==> config.mk <==
export PLATFORM = sky130hd
export DESIGN_NAME = cpu_core
export DESIGN_NICKNAME = d
export VERILOG_FILES = /design/src/logic/cpu_pkg.sv /design/src/logic/alu.sv /design/src/logic/cpu_core.sv /design/src/logic/decode_control.sv /design/src/logic/hazard_forward.sv /design/src/logic/register_file.sv
export SDC_FILE = /design/constraint.sdc
export NUM_CORES = 1
export LEC_CHECK = 0
export BUFFER_PORTS_ARGS = -buffer_cell sky130_fd_sc_hd__buf_2
export CORE_UTILIZATION = 35
export DETAILED_ROUTE_END_ITERATION = 10
export HOLD_SLACK_MARGIN = 0.12
export SLEW_MARGIN = 5
export SYNTH_ARGS = -nofsm -noshare
export SYNTH_HDL_FRONTEND = slang
export SYNTH_SLANG_ARGS = --single-unit
==> constraint.sdc <==
create_clock -name clk -period 4.45 [get_ports clk]
set_input_delay 0.445 -clock clk [delete_from_list [all_inputs] [get_ports clk]]
set_output_delay 0.445 -clock clk [all_outputs]
set_load 0.02 [all_outputs]
==> src/logic/cpu_pkg.sv <==
`default_nettype none

package cpu_pkg;

    ////////////////////
    // Widths

    localparam int word_width     = 16;
    localparam int reg_addr_width = 2;
    localparam int num_regs       = 4;
    localparam int imm_width      = 8;
    localparam int opcode_width   = 4;
    localparam int funct_width    = 6;

    ////////////////////
    // Instruction fields

    localparam int opcode_msb = 15;
    localparam int opcode_lsb = 12;
    localparam int rs_msb     = 11;
    localparam int rs_lsb     = 10;
    localparam int rt_msb     = 9;
    localparam int rt_lsb     = 8;
    localparam int rd_msb     = 7;
    localparam int rd_lsb     = 6;
    localparam int funct_msb  = 5;
    localparam int funct_lsb  = 0;
    localparam int imm_msb    = 7;
    localparam int imm_lsb    = 0;

    ////////////////////
    // Opcodes and function codes

    localparam logic [opcode_width-1:0] op_adi   = 4'd4;
    localparam logic [opcode_width-1:0] op_ori   = 4'd5;
    localparam logic [opcode_width-1:0] op_lhi   = 4'd6;
    localparam logic [opcode_width-1:0] op_lwd   = 4'd7;
    localparam logic [opcode_width-1:0] op_swd   = 4'd8;
    localparam logic [opcode_width-1:0] op_rtype = 4'd15;

    localparam logic [funct_width-1:0] fn_add = 6'd0;
    localparam logic [funct_width-1:0] fn_sub = 6'd1;
    localparam logic [funct_width-1:0] fn_and = 6'd2;
    localparam logic [funct_width-1:0] fn_orr = 6'd3;
    localparam logic [funct_width-1:0] fn_not = 6'd4;
    localparam logic [funct_width-1:0] fn_tcp = 6'd5;
    localparam logic [funct_width-1:0] fn_shl = 6'd6;
    localparam logic [funct_width-1:0] fn_shr = 6'd7;
    localparam logic [funct_width-1:0] fn_wwd = 6'd28;
    localparam logic [funct_width-1:0] fn_hlt = 6'd29;

    typedef enum logic [3:0] {
        alu_add,
        alu_sub,
        alu_and,
        alu_or,
        alu_not,
        alu_tcp,
        alu_shl,
        alu_shr,
        alu_pass_b    // Load-high
    } alu_op_t;

    typedef enum logic [1:0] {
        from_reg,
        from_mem,
        from_wb
    } fwd_sel_t;

    localparam logic [word_width-1:0] nop_inst = 16'hb000;  // Unused opcode

endpackage

`default_nettype wire

==> src/logic/alu.sv <==
`timescale 1ns/100ps
`default_nettype none

module alu import cpu_pkg::*; (
    input  logic [word_width-1:0] a,
    input  logic [word_width-1:0] b,
    input  alu_op_t               op,
    output logic [word_width-1:0] result
);

    always_comb begin
        case (op)
            alu_add:    result = a + b;
            alu_sub:    result = a - b;
            alu_and:    result = a & b;
            alu_or:     result = a | b;
            alu_not:    result = ~a;
            alu_tcp:    result = ~a + 1'b1;
            alu_shl:    result = {a[word_width-2:0], 1'b0};
            alu_shr:    result = {a[word_width-1], a[word_width-1:1]};  // Keeps sign
            alu_pass_b: result = b;
            default:    result = '0;
        endcase
    end

endmodule

`default_nettype wire

==> src/logic/cpu_core.sv <==
`timescale 1ns/100ps
`default_nettype none

module cpu_core import cpu_pkg::*; (
    input  logic                  clk,
    input  logic                  reset_n,
    output logic                  read_m1,
    output logic [word_width-1:0] address1,
    input  logic [word_width-1:0] data1,
    output logic                  read_m2,
    output logic                  write_m2,
    output logic [word_width-1:0] address2,
    output logic [word_width-1:0] write_data2,
    input  logic [word_width-1:0] read_data2,
    output logic [word_width-1:0] num_inst,
    output logic [word_width-1:0] output_port,
    output logic                  is_halted
);

    // IF and IF/ID
    logic [word_width-1:0] pc;
    logic                  fetch_started, halt_seen;
    logic [word_width-1:0] if_id_inst;
    logic                  if_id_valid;

    // ID
    logic dec_alu_src, dec_mem_read, dec_mem_write, dec_mem_to_reg;
    logic dec_reg_write, dec_dest_is_rd, dec_wwd, dec_halt;
    alu_op_t                   dec_alu_op;
    logic [reg_addr_width-1:0] id_rs, id_rt, id_rd, id_dest;
    logic [word_width-1:0]     id_read_a, id_read_b, id_imm;
    logic [imm_width-1:0]      imm;
    logic                      stall, issue, halt_in_id;

    // ID/EX
    logic id_ex_valid, id_ex_alu_src, id_ex_mem_read, id_ex_mem_write, id_ex_mem_to_reg;
    logic id_ex_reg_write, id_ex_wwd, id_ex_halt;
    alu_op_t                   id_ex_alu_op;
    logic [reg_addr_width-1:0] id_ex_rs, id_ex_rt, id_ex_dest;
    logic [word_width-1:0]     id_ex_read_a, id_ex_read_b, id_ex_imm;

    // EX
    fwd_sel_t              fwd_a, fwd_b;
    logic [word_width-1:0] op_a, op_b, alu_b, ex_result;

    // EX/MEM and MEM/WB
    logic ex_mem_valid, ex_mem_mem_read, ex_mem_mem_write, ex_mem_mem_to_reg;
    logic ex_mem_reg_write, ex_mem_wwd, ex_mem_halt;
    logic [reg_addr_width-1:0] ex_mem_dest, mem_wb_dest;
    logic [word_width-1:0]     ex_mem_alu_out, ex_mem_data;
    logic mem_wb_valid, mem_wb_mem_to_reg, mem_wb_reg_write, mem_wb_wwd, mem_wb_halt;
    logic [word_width-1:0]     mem_wb_alu_out, mem_wb_data, wb_value;

    ////////////////////
    // IF

    assign read_m1  = fetch_started && !halt_seen;
    assign address1 = pc;

    always_ff @(posedge clk) begin
        if (reset_n) begin
            pc            <= '0;
            fetch_started <= 1'b0;
            halt_seen     <= 1'b0;
            if_id_inst    <= nop_inst;
            if_id_valid   <= 1'b0;
        end else begin
            fetch_started <= 1'b1;
            if (halt_in_id) halt_seen <= 1'b1;  // Nothing behind HLT gets in
            if (!stall) begin
                if_id_valid <= read_m1 && !halt_in_id;
                if (read_m1) begin
                    if_id_inst <= data1;
                    pc         <= pc + 1'b1;
                end
            end
        end
    end

    ////////////////////
    // ID

    assign id_rs   = if_id_inst[rs_msb:rs_lsb];
    assign id_rt   = if_id_inst[rt_msb:rt_lsb];
    assign id_rd   = if_id_inst[rd_msb:rd_lsb];
    assign imm     = if_id_inst[imm_msb:imm_lsb];
    assign id_dest = dec_dest_is_rd ? id_rd : id_rt;

    assign issue      = if_id_valid && !stall;
    assign halt_in_id = issue && dec_halt;

    always_comb begin
        case (if_id_inst[opcode_msb:opcode_lsb])
            op_ori:  id_imm = {{(word_width-imm_width){1'b0}}, imm};
            op_lhi:  id_imm = {imm, {(word_width-imm_width){1'b0}}};
            default: id_imm = {{(word_width-imm_width){imm[imm_width-1]}}, imm};
        endcase
    end

    decode_control u_decode (
        .inst(if_id_inst), .alu_src(dec_alu_src), .mem_read(dec_mem_read),
        .mem_write(dec_mem_write), .mem_to_reg(dec_mem_to_reg), .reg_write(dec_reg_write),
        .dest_is_rd(dec_dest_is_rd), .wwd(dec_wwd), .halt(dec_halt), .alu_op(dec_alu_op)
    );

    register_file u_regs (
        .clk(clk), .reset_n(reset_n), .read_addr_a(id_rs), .read_addr_b(id_rt),
        .write_addr(mem_wb_dest), .write_en(mem_wb_reg_write), .write_data(wb_value),
        .read_data_a(id_read_a), .read_data_b(id_read_b)
    );

    hazard_forward u_hazard (
        .id_rs(id_rs), .id_rt(id_rt), .ex_rs(id_ex_rs), .ex_rt(id_ex_rt),
        .ex_dest(id_ex_dest), .mem_dest(ex_mem_dest), .wb_dest(mem_wb_dest),
        .ex_mem_read(id_ex_mem_read), .mem_reg_write(ex_mem_reg_write),
        .wb_reg_write(mem_wb_reg_write), .fwd_a(fwd_a), .fwd_b(fwd_b), .stall(stall)
    );

    ////////////////////
    // EX

    always_comb begin
        case (fwd_a)
            from_mem: op_a = ex_mem_alu_out;
            from_wb:  op_a = wb_value;
            default:  op_a = id_ex_read_a;
        endcase
        case (fwd_b)
            from_mem: op_b = ex_mem_alu_out;
            from_wb:  op_b = wb_value;
            default:  op_b = id_ex_read_b;
        endcase
    end

    assign alu_b = id_ex_alu_src ? id_ex_imm : op_b;

    alu u_alu (.a(op_a), .b(alu_b), .op(id_ex_alu_op), .result(ex_result));

    ////////////////////
    // MEM and WB

    assign read_m2     = ex_mem_mem_read;
    assign write_m2    = ex_mem_mem_write;
    assign address2    = ex_mem_alu_out;
    assign write_data2 = ex_mem_data;
    assign wb_value    = mem_wb_mem_to_reg ? mem_wb_data : mem_wb_alu_out;

    // Pipeline control, bubble on stall or empty slot
    always_ff @(posedge clk) begin
        if (reset_n) begin
            {id_ex_valid, id_ex_alu_src, id_ex_mem_read, id_ex_mem_write} <= '0;
            {id_ex_mem_to_reg, id_ex_reg_write, id_ex_wwd, id_ex_halt} <= '0;
            {ex_mem_valid, ex_mem_mem_read, ex_mem_mem_write, ex_mem_mem_to_reg} <= '0;
            {ex_mem_reg_write, ex_mem_wwd, ex_mem_halt} <= '0;
            {mem_wb_valid, mem_wb_mem_to_reg, mem_wb_reg_write, mem_wb_wwd, mem_wb_halt} <= '0;
        end else begin
            id_ex_valid       <= issue;
            id_ex_alu_src     <= dec_alu_src;
            id_ex_mem_read    <= issue && dec_mem_read;
            id_ex_mem_write   <= issue && dec_mem_write;
            id_ex_mem_to_reg  <= dec_mem_to_reg;
            id_ex_reg_write   <= issue && dec_reg_write;
            id_ex_wwd         <= issue && dec_wwd;
            id_ex_halt        <= issue && dec_halt;
            ex_mem_valid      <= id_ex_valid;
            ex_mem_mem_read   <= id_ex_mem_read;
            ex_mem_mem_write  <= id_ex_mem_write;
            ex_mem_mem_to_reg <= id_ex_mem_to_reg;
            ex_mem_reg_write  <= id_ex_reg_write;
            ex_mem_wwd        <= id_ex_wwd;
            ex_mem_halt       <= id_ex_halt;
            mem_wb_valid      <= ex_mem_valid;
            mem_wb_mem_to_reg <= ex_mem_mem_to_reg;
            mem_wb_reg_write  <= ex_mem_reg_write;
            mem_wb_wwd        <= ex_mem_wwd;
            mem_wb_halt       <= ex_mem_halt;
        end
    end

    always_ff @(posedge clk) begin
        id_ex_alu_op   <= dec_alu_op;
        id_ex_rs       <= id_rs;
        id_ex_rt       <= id_rt;
        id_ex_dest     <= id_dest;
        id_ex_read_a   <= id_read_a;
        id_ex_read_b   <= id_read_b;
        id_ex_imm      <= id_imm;
        ex_mem_dest    <= id_ex_dest;
        ex_mem_alu_out <= ex_result;
        ex_mem_data    <= id_ex_wwd ? op_a : op_b;  // WWD operand or store data
        mem_wb_dest    <= ex_mem_dest;
        mem_wb_alu_out <= ex_mem_alu_out;
        mem_wb_data    <= ex_mem_mem_read ? read_data2 : ex_mem_data;
    end

    // Retire
    always_ff @(posedge clk) begin
        if (reset_n) begin
            num_inst    <= '0;
            output_port <= '0;
            is_halted   <= 1'b0;
        end else begin
            if (mem_wb_valid) num_inst <= num_inst + 1'b1;
            if (mem_wb_wwd) output_port <= mem_wb_data;
            if (mem_wb_halt) is_halted <= 1'b1;
        end
    end

endmodule

`default_nettype wire

==> src/logic/decode_control.sv <==
`timescale 1ns/100ps
`default_nettype none

module decode_control import cpu_pkg::*; (
    input  logic [word_width-1:0] inst,
    output logic                  alu_src,
    output logic                  mem_read,
    output logic                  mem_write,
    output logic                  mem_to_reg,
    output logic                  reg_write,
    output logic                  dest_is_rd,
    output logic                  wwd,
    output logic                  halt,
    output alu_op_t               alu_op
);

    logic [opcode_width-1:0] opcode;
    logic [funct_width-1:0]  funct;

    assign opcode = inst[opcode_msb:opcode_lsb];
    assign funct  = inst[funct_msb:funct_lsb];

    always_comb begin
        // Anything not listed falls out as a no-op
        alu_src    = 1'b0;
        mem_read   = 1'b0;
        mem_write  = 1'b0;
        mem_to_reg = 1'b0;
        reg_write  = 1'b0;
        dest_is_rd = 1'b0;
        wwd        = 1'b0;
        halt       = 1'b0;
        alu_op     = alu_add;

        case (opcode)
            op_rtype: begin
                dest_is_rd = 1'b1;
                reg_write  = 1'b1;
                case (funct)
                    fn_add:  alu_op = alu_add;
                    fn_sub:  alu_op = alu_sub;
                    fn_and:  alu_op = alu_and;
                    fn_orr:  alu_op = alu_or;
                    fn_not:  alu_op = alu_not;
                    fn_tcp:  alu_op = alu_tcp;
                    fn_shl:  alu_op = alu_shl;
                    fn_shr:  alu_op = alu_shr;
                    fn_wwd: begin
                        reg_write = 1'b0;
                        wwd       = 1'b1;
                    end
                    fn_hlt: begin
                        reg_write = 1'b0;
                        halt      = 1'b1;
                    end
                    default: reg_write = 1'b0;
                endcase
            end
            op_adi: begin
                alu_src   = 1'b1;
                reg_write = 1'b1;
            end
            op_ori: begin
                alu_src   = 1'b1;
                reg_write = 1'b1;
                alu_op    = alu_or;
            end
            op_lhi: begin
                alu_src   = 1'b1;
                reg_write = 1'b1;
                alu_op    = alu_pass_b;   // Immediate already in upper byte
            end
            op_lwd: begin
                alu_src    = 1'b1;
                mem_read   = 1'b1;
                mem_to_reg = 1'b1;
                reg_write  = 1'b1;
            end
            op_swd: begin
                alu_src   = 1'b1;
                mem_write = 1'b1;
            end
            default: ;
        endcase
    end

endmodule

`default_nettype wire

==> src/logic/hazard_forward.sv <==
`timescale 1ns/100ps
`default_nettype none

module hazard_forward import cpu_pkg::*; (
    input  logic [reg_addr_width-1:0] id_rs,
    input  logic [reg_addr_width-1:0] id_rt,
    input  logic [reg_addr_width-1:0] ex_rs,
    input  logic [reg_addr_width-1:0] ex_rt,
    input  logic [reg_addr_width-1:0] ex_dest,
    input  logic [reg_addr_width-1:0] mem_dest,
    input  logic [reg_addr_width-1:0] wb_dest,
    input  logic                      ex_mem_read,
    input  logic                      mem_reg_write,
    input  logic                      wb_reg_write,
    output fwd_sel_t                  fwd_a,
    output fwd_sel_t                  fwd_b,
    output logic                      stall
);

    // Newest producer wins
    function automatic fwd_sel_t pick_source(
        input logic [reg_addr_width-1:0] src,
        input logic [reg_addr_width-1:0] m_dest,
        input logic                      m_write,
        input logic [reg_addr_width-1:0] w_dest,
        input logic                      w_write
    );
        fwd_sel_t sel;
        sel = from_reg;
        if (m_write && m_dest == src) begin
            sel = from_mem;
        end else if (w_write && w_dest == src) begin
            sel = from_wb;
        end
        return sel;
    endfunction

    always_comb begin
        fwd_a = pick_source(ex_rs, mem_dest, mem_reg_write, wb_dest, wb_reg_write);
        fwd_b = pick_source(ex_rt, mem_dest, mem_reg_write, wb_dest, wb_reg_write);
    end

    ////////////////////
    // Load-use

    // Loaded value only exists after MEM, so hold ID for one cycle
    assign stall = ex_mem_read && (ex_dest == id_rs || ex_dest == id_rt);

endmodule

`default_nettype wire

==> src/logic/register_file.sv <==
`timescale 1ns/100ps
`default_nettype none

module register_file import cpu_pkg::*; (
    input  logic                      clk,
    input  logic                      reset_n,
    input  logic [reg_addr_width-1:0] read_addr_a,
    input  logic [reg_addr_width-1:0] read_addr_b,
    input  logic [reg_addr_width-1:0] write_addr,
    input  logic                      write_en,
    input  logic [word_width-1:0]     write_data,
    output logic [word_width-1:0]     read_data_a,
    output logic [word_width-1:0]     read_data_b
);

    logic [word_width-1:0] regs [num_regs];

    always_ff @(posedge clk) begin
        if (reset_n) begin
            for (int i = 0; i < num_regs; i++) begin
                regs[i] <= '0;
            end
        end else if (write_en) begin
            regs[write_addr] <= write_data;
        end
    end

    // Write-through so WB and ID can share a cycle
    always_comb begin
        if (write_en && write_addr == read_addr_a) begin
            read_data_a = write_data;
        end else begin
            read_data_a = regs[read_addr_a];
        end

        if (write_en && write_addr == read_addr_b) begin
            read_data_b = write_data;
        end else begin
            read_data_b = regs[read_addr_b];
        end
    end

endmodule

`default_nettype wire

==> results.ini <==
[route]
first_iter_violations=1339
viasPerCell=5.385
postRouteAntennaNets=0
wl_per_cell_um=19.99
drc_errors=0
first_pass_iters=5
drt_wl_total_um=40870
vias=11010

[clock_network]
clock_tree.root_cell=clkbuf_16
htree_levels=1
tritoncts=built
clk_latency_ns=0.56
clk_pin_slew_ns=0.06
clock_sinks=282
cts_buffer_depth=3
cts_buffers=29

[power]
ir_drop_uv=298.4
powerDensity_nw_per_um2=426.2
power_leakage_nw=6.387

[critical_path]
rr_worst_depth=18
worstPathCellList=xnor2_2 > nand3_1 > nor2_1 > a21oi_1 > o21ai_0 > o21ai_1 > ha_2 > a21oi_1 > fa_1 > a21o_1 > a21o_1 > a2111o_1 > nand2_1 > o2111ai_1 > o211a_1 > a31oi_1 > xnor2_1 > a221o_1
cp_max_fo=4
crit_required_ns=4.90
cp_slowest_cell=fa_1
max_stage_delay_ns=0.45
crit_type=reg2reg
worstPathArrival_ns=4.65
startpoint_type=flop
end_kind=flop

[timing]
hold_viol_final=0
fmax_mhz=238.0
setup_viol=0
rsz0062_at_grt=true
holdWs_ns=0.1435
fin_skew_ns=0.02354
tightestPinTransition_ns=1.184
setup_tns_ns=0
min_period_ns=4.202
slew-limit-headroom_pct=20.93
maxSlewViolCount=0
min_period_over_period_pct=94.42

[finish]
largest_register_ffs=64
drive_gt1_share_pct=22.26
area_growth_pct=19.06
fin_nets=1570
utilization_pct=42.49
fill_cells=3729
regMostFlops=u_regs.regs
fin_area_um2=16040
final_cells=2045

[synthesis]
synthFlopType=dfxtp_1
syn_area_per_cell_um2=9.921
syn_inst=1358
yosys_warnings=0
synth_nets=1416
synthTopCellsByCount=dfxtp_1, nor2_1, nand2_1, edfxtp_1, a21oi_1
synth.area.top_cells=dfxtp_1, edfxtp_1, mux4_2, nor2_1, nand2_1
ys_ff_latch=282
synth_top_cell_area_share_pct=32.39
synth-edff-count=64
synth_most_common_cell=dfxtp_1
async_flop_share_pct=0
yosysUniqueCellTypes=72
synth_top_area_cell=dfxtp_1
syn_area_um2=13470
yosysSeqAreaShare_pct=46.66

[worst_hold_path]
holdPathStages=3
hold_class=in2reg

[place]
gp_congestion=0.9545
dp_cells=1974
io_buffers=117
dp_hpwl_um=29760
dpl-instance-area_um2=14900

[global_routing]
antenna_found_initial=4
grt-ovfl-total=0
grt_max_degree=80
grt_pass1_vias=10480
gr-usage-all-layers_pct=20.71
grt_pass1_wl_um=61840

[die]
die_area_um2=39280
core_um2=37760
fp.dieH_um=198.2
die_w_um=198.2
rows=71
io_pins=118
start_util_pct=35.69

[status]
outcome=completed

[run]
cap_viol_max_count=0

[power by group]
| part | internal, W | leakage, nW | switching [W] |
|---|---|---|---|
| clock network | 0.00131 | 0.437 | 0.00103 |
| logic | 0.000562 | 3.49 | 0.000835 |
| registers | 0.00285 | 2.46 | 0.000247 |
| total | 0.00472 | 6.39 | 0.00212 |
[cell type report]
type | count | area, um2 | area share (%)
clock inverter | 15 | 128.9 | 0.8034
multi-input combinational | 972 | 6787 | 42.31
timing repair buffer | 209 | 1340 | 8.354
antenna | 2 | 5.005 | 0.03120
sequential | 282 | 6291 | 39.22
tap | 511 | 639.4 | 3.986
clock buffer | 36 | 782.0 | 4.875
inverter | 18 | 67.56 | 0.4212
[final timing paths]
| kind | start | end | slack [ns] |
|---|---|---|---|
| worst min register to register | id_ex_dest[0] | ex_mem_dest[0] | 0.38 |
| worst max-delay path | id_ex_rt[0] | address2[14] | 0.25 |
| worst min-delay path | data1[0] | if_id_inst[0] | 0.14 |
| worst max register to register | id_ex_rt[0] | address2[14] | 0.25 |
[routing by layer]
metal / wire (um) / vias up / GRT usage (%)
met5: 34 / - / 0
met4: 1135 / 6 / 6.230
met3: 3147 / 87 / 4.224
met2: 18280 / 445 / 32.77
met1: 18270 / 5235 / 28.28
li1: - / 5240 / -
[through the flow]
step           power [W]  worst slack [ns]
2_1_floorplan   0.003861            0.1067
3_3_place_gp    0.004501            0.2361
3_5_place_dp    0.004508           0.02837
4_1_cts         0.006862           0.01778
5_1_grt         0.007110         -0.008819
6_report        0.006836            0.2481
[cell families after synthesis]
group           after synthesis  synth area share, %
simple gates                502                17.94
flops                       282                46.66
compound gates              257                12.62
mux                         109                11.70
buf+inv                     104                3.483
xor+xnor                     80                5.312
fa+ha+maj                    24                2.285
[timing repair]
action | in CTS | in global routing
hold buffers | 16 | 0
resized for setup | 0 | 18
endpoints found under the hold margin | 16 | 0
setup buffers | 0 | 2
endpoints found under the setup margin | 0 | 3
[layout by cell type (no fill, tap or decap), drive strengths merged, types with 22 or more instances in the layout]
| cell type | synthesis | layout |
|---|---|---|
| dfxtp | 218 | 218 |
| buf | 26 | 193 |
| nor2 | 169 | 169 |
| nand2 | 142 | 142 |
| edfxtp | 64 | 64 |
| a21oi | 62 | 62 |
| o21ai | 62 | 62 |
| mux2i | 47 | 47 |
| xor2 | 41 | 41 |
| xnor2 | 39 | 39 |
| nand4 | 37 | 37 |
| clkbuf | 60 | 36 |
| mux4 | 32 | 32 |
| a31oi | 32 | 32 |
| mux2 | 30 | 30 |
| and4 | 27 | 27 |
| nor2b | 27 | 27 |
| nand3 | 24 | 24 |
| ha | 23 | 23 |
| inv | 18 | 22 |
[critical path, delay by kind of cell, from the launching register on]
kind	cells	cell delay [ns]
AO/OA/AOI/OAI	11	2.26
XOR/XNOR	2	0.30
flip-flops	1	0.34
AND/OR/NAND/NOR	3	0.40
adder cells (fa/ha/maj)	2	0.80
Power figures use the tool's default switching activity.
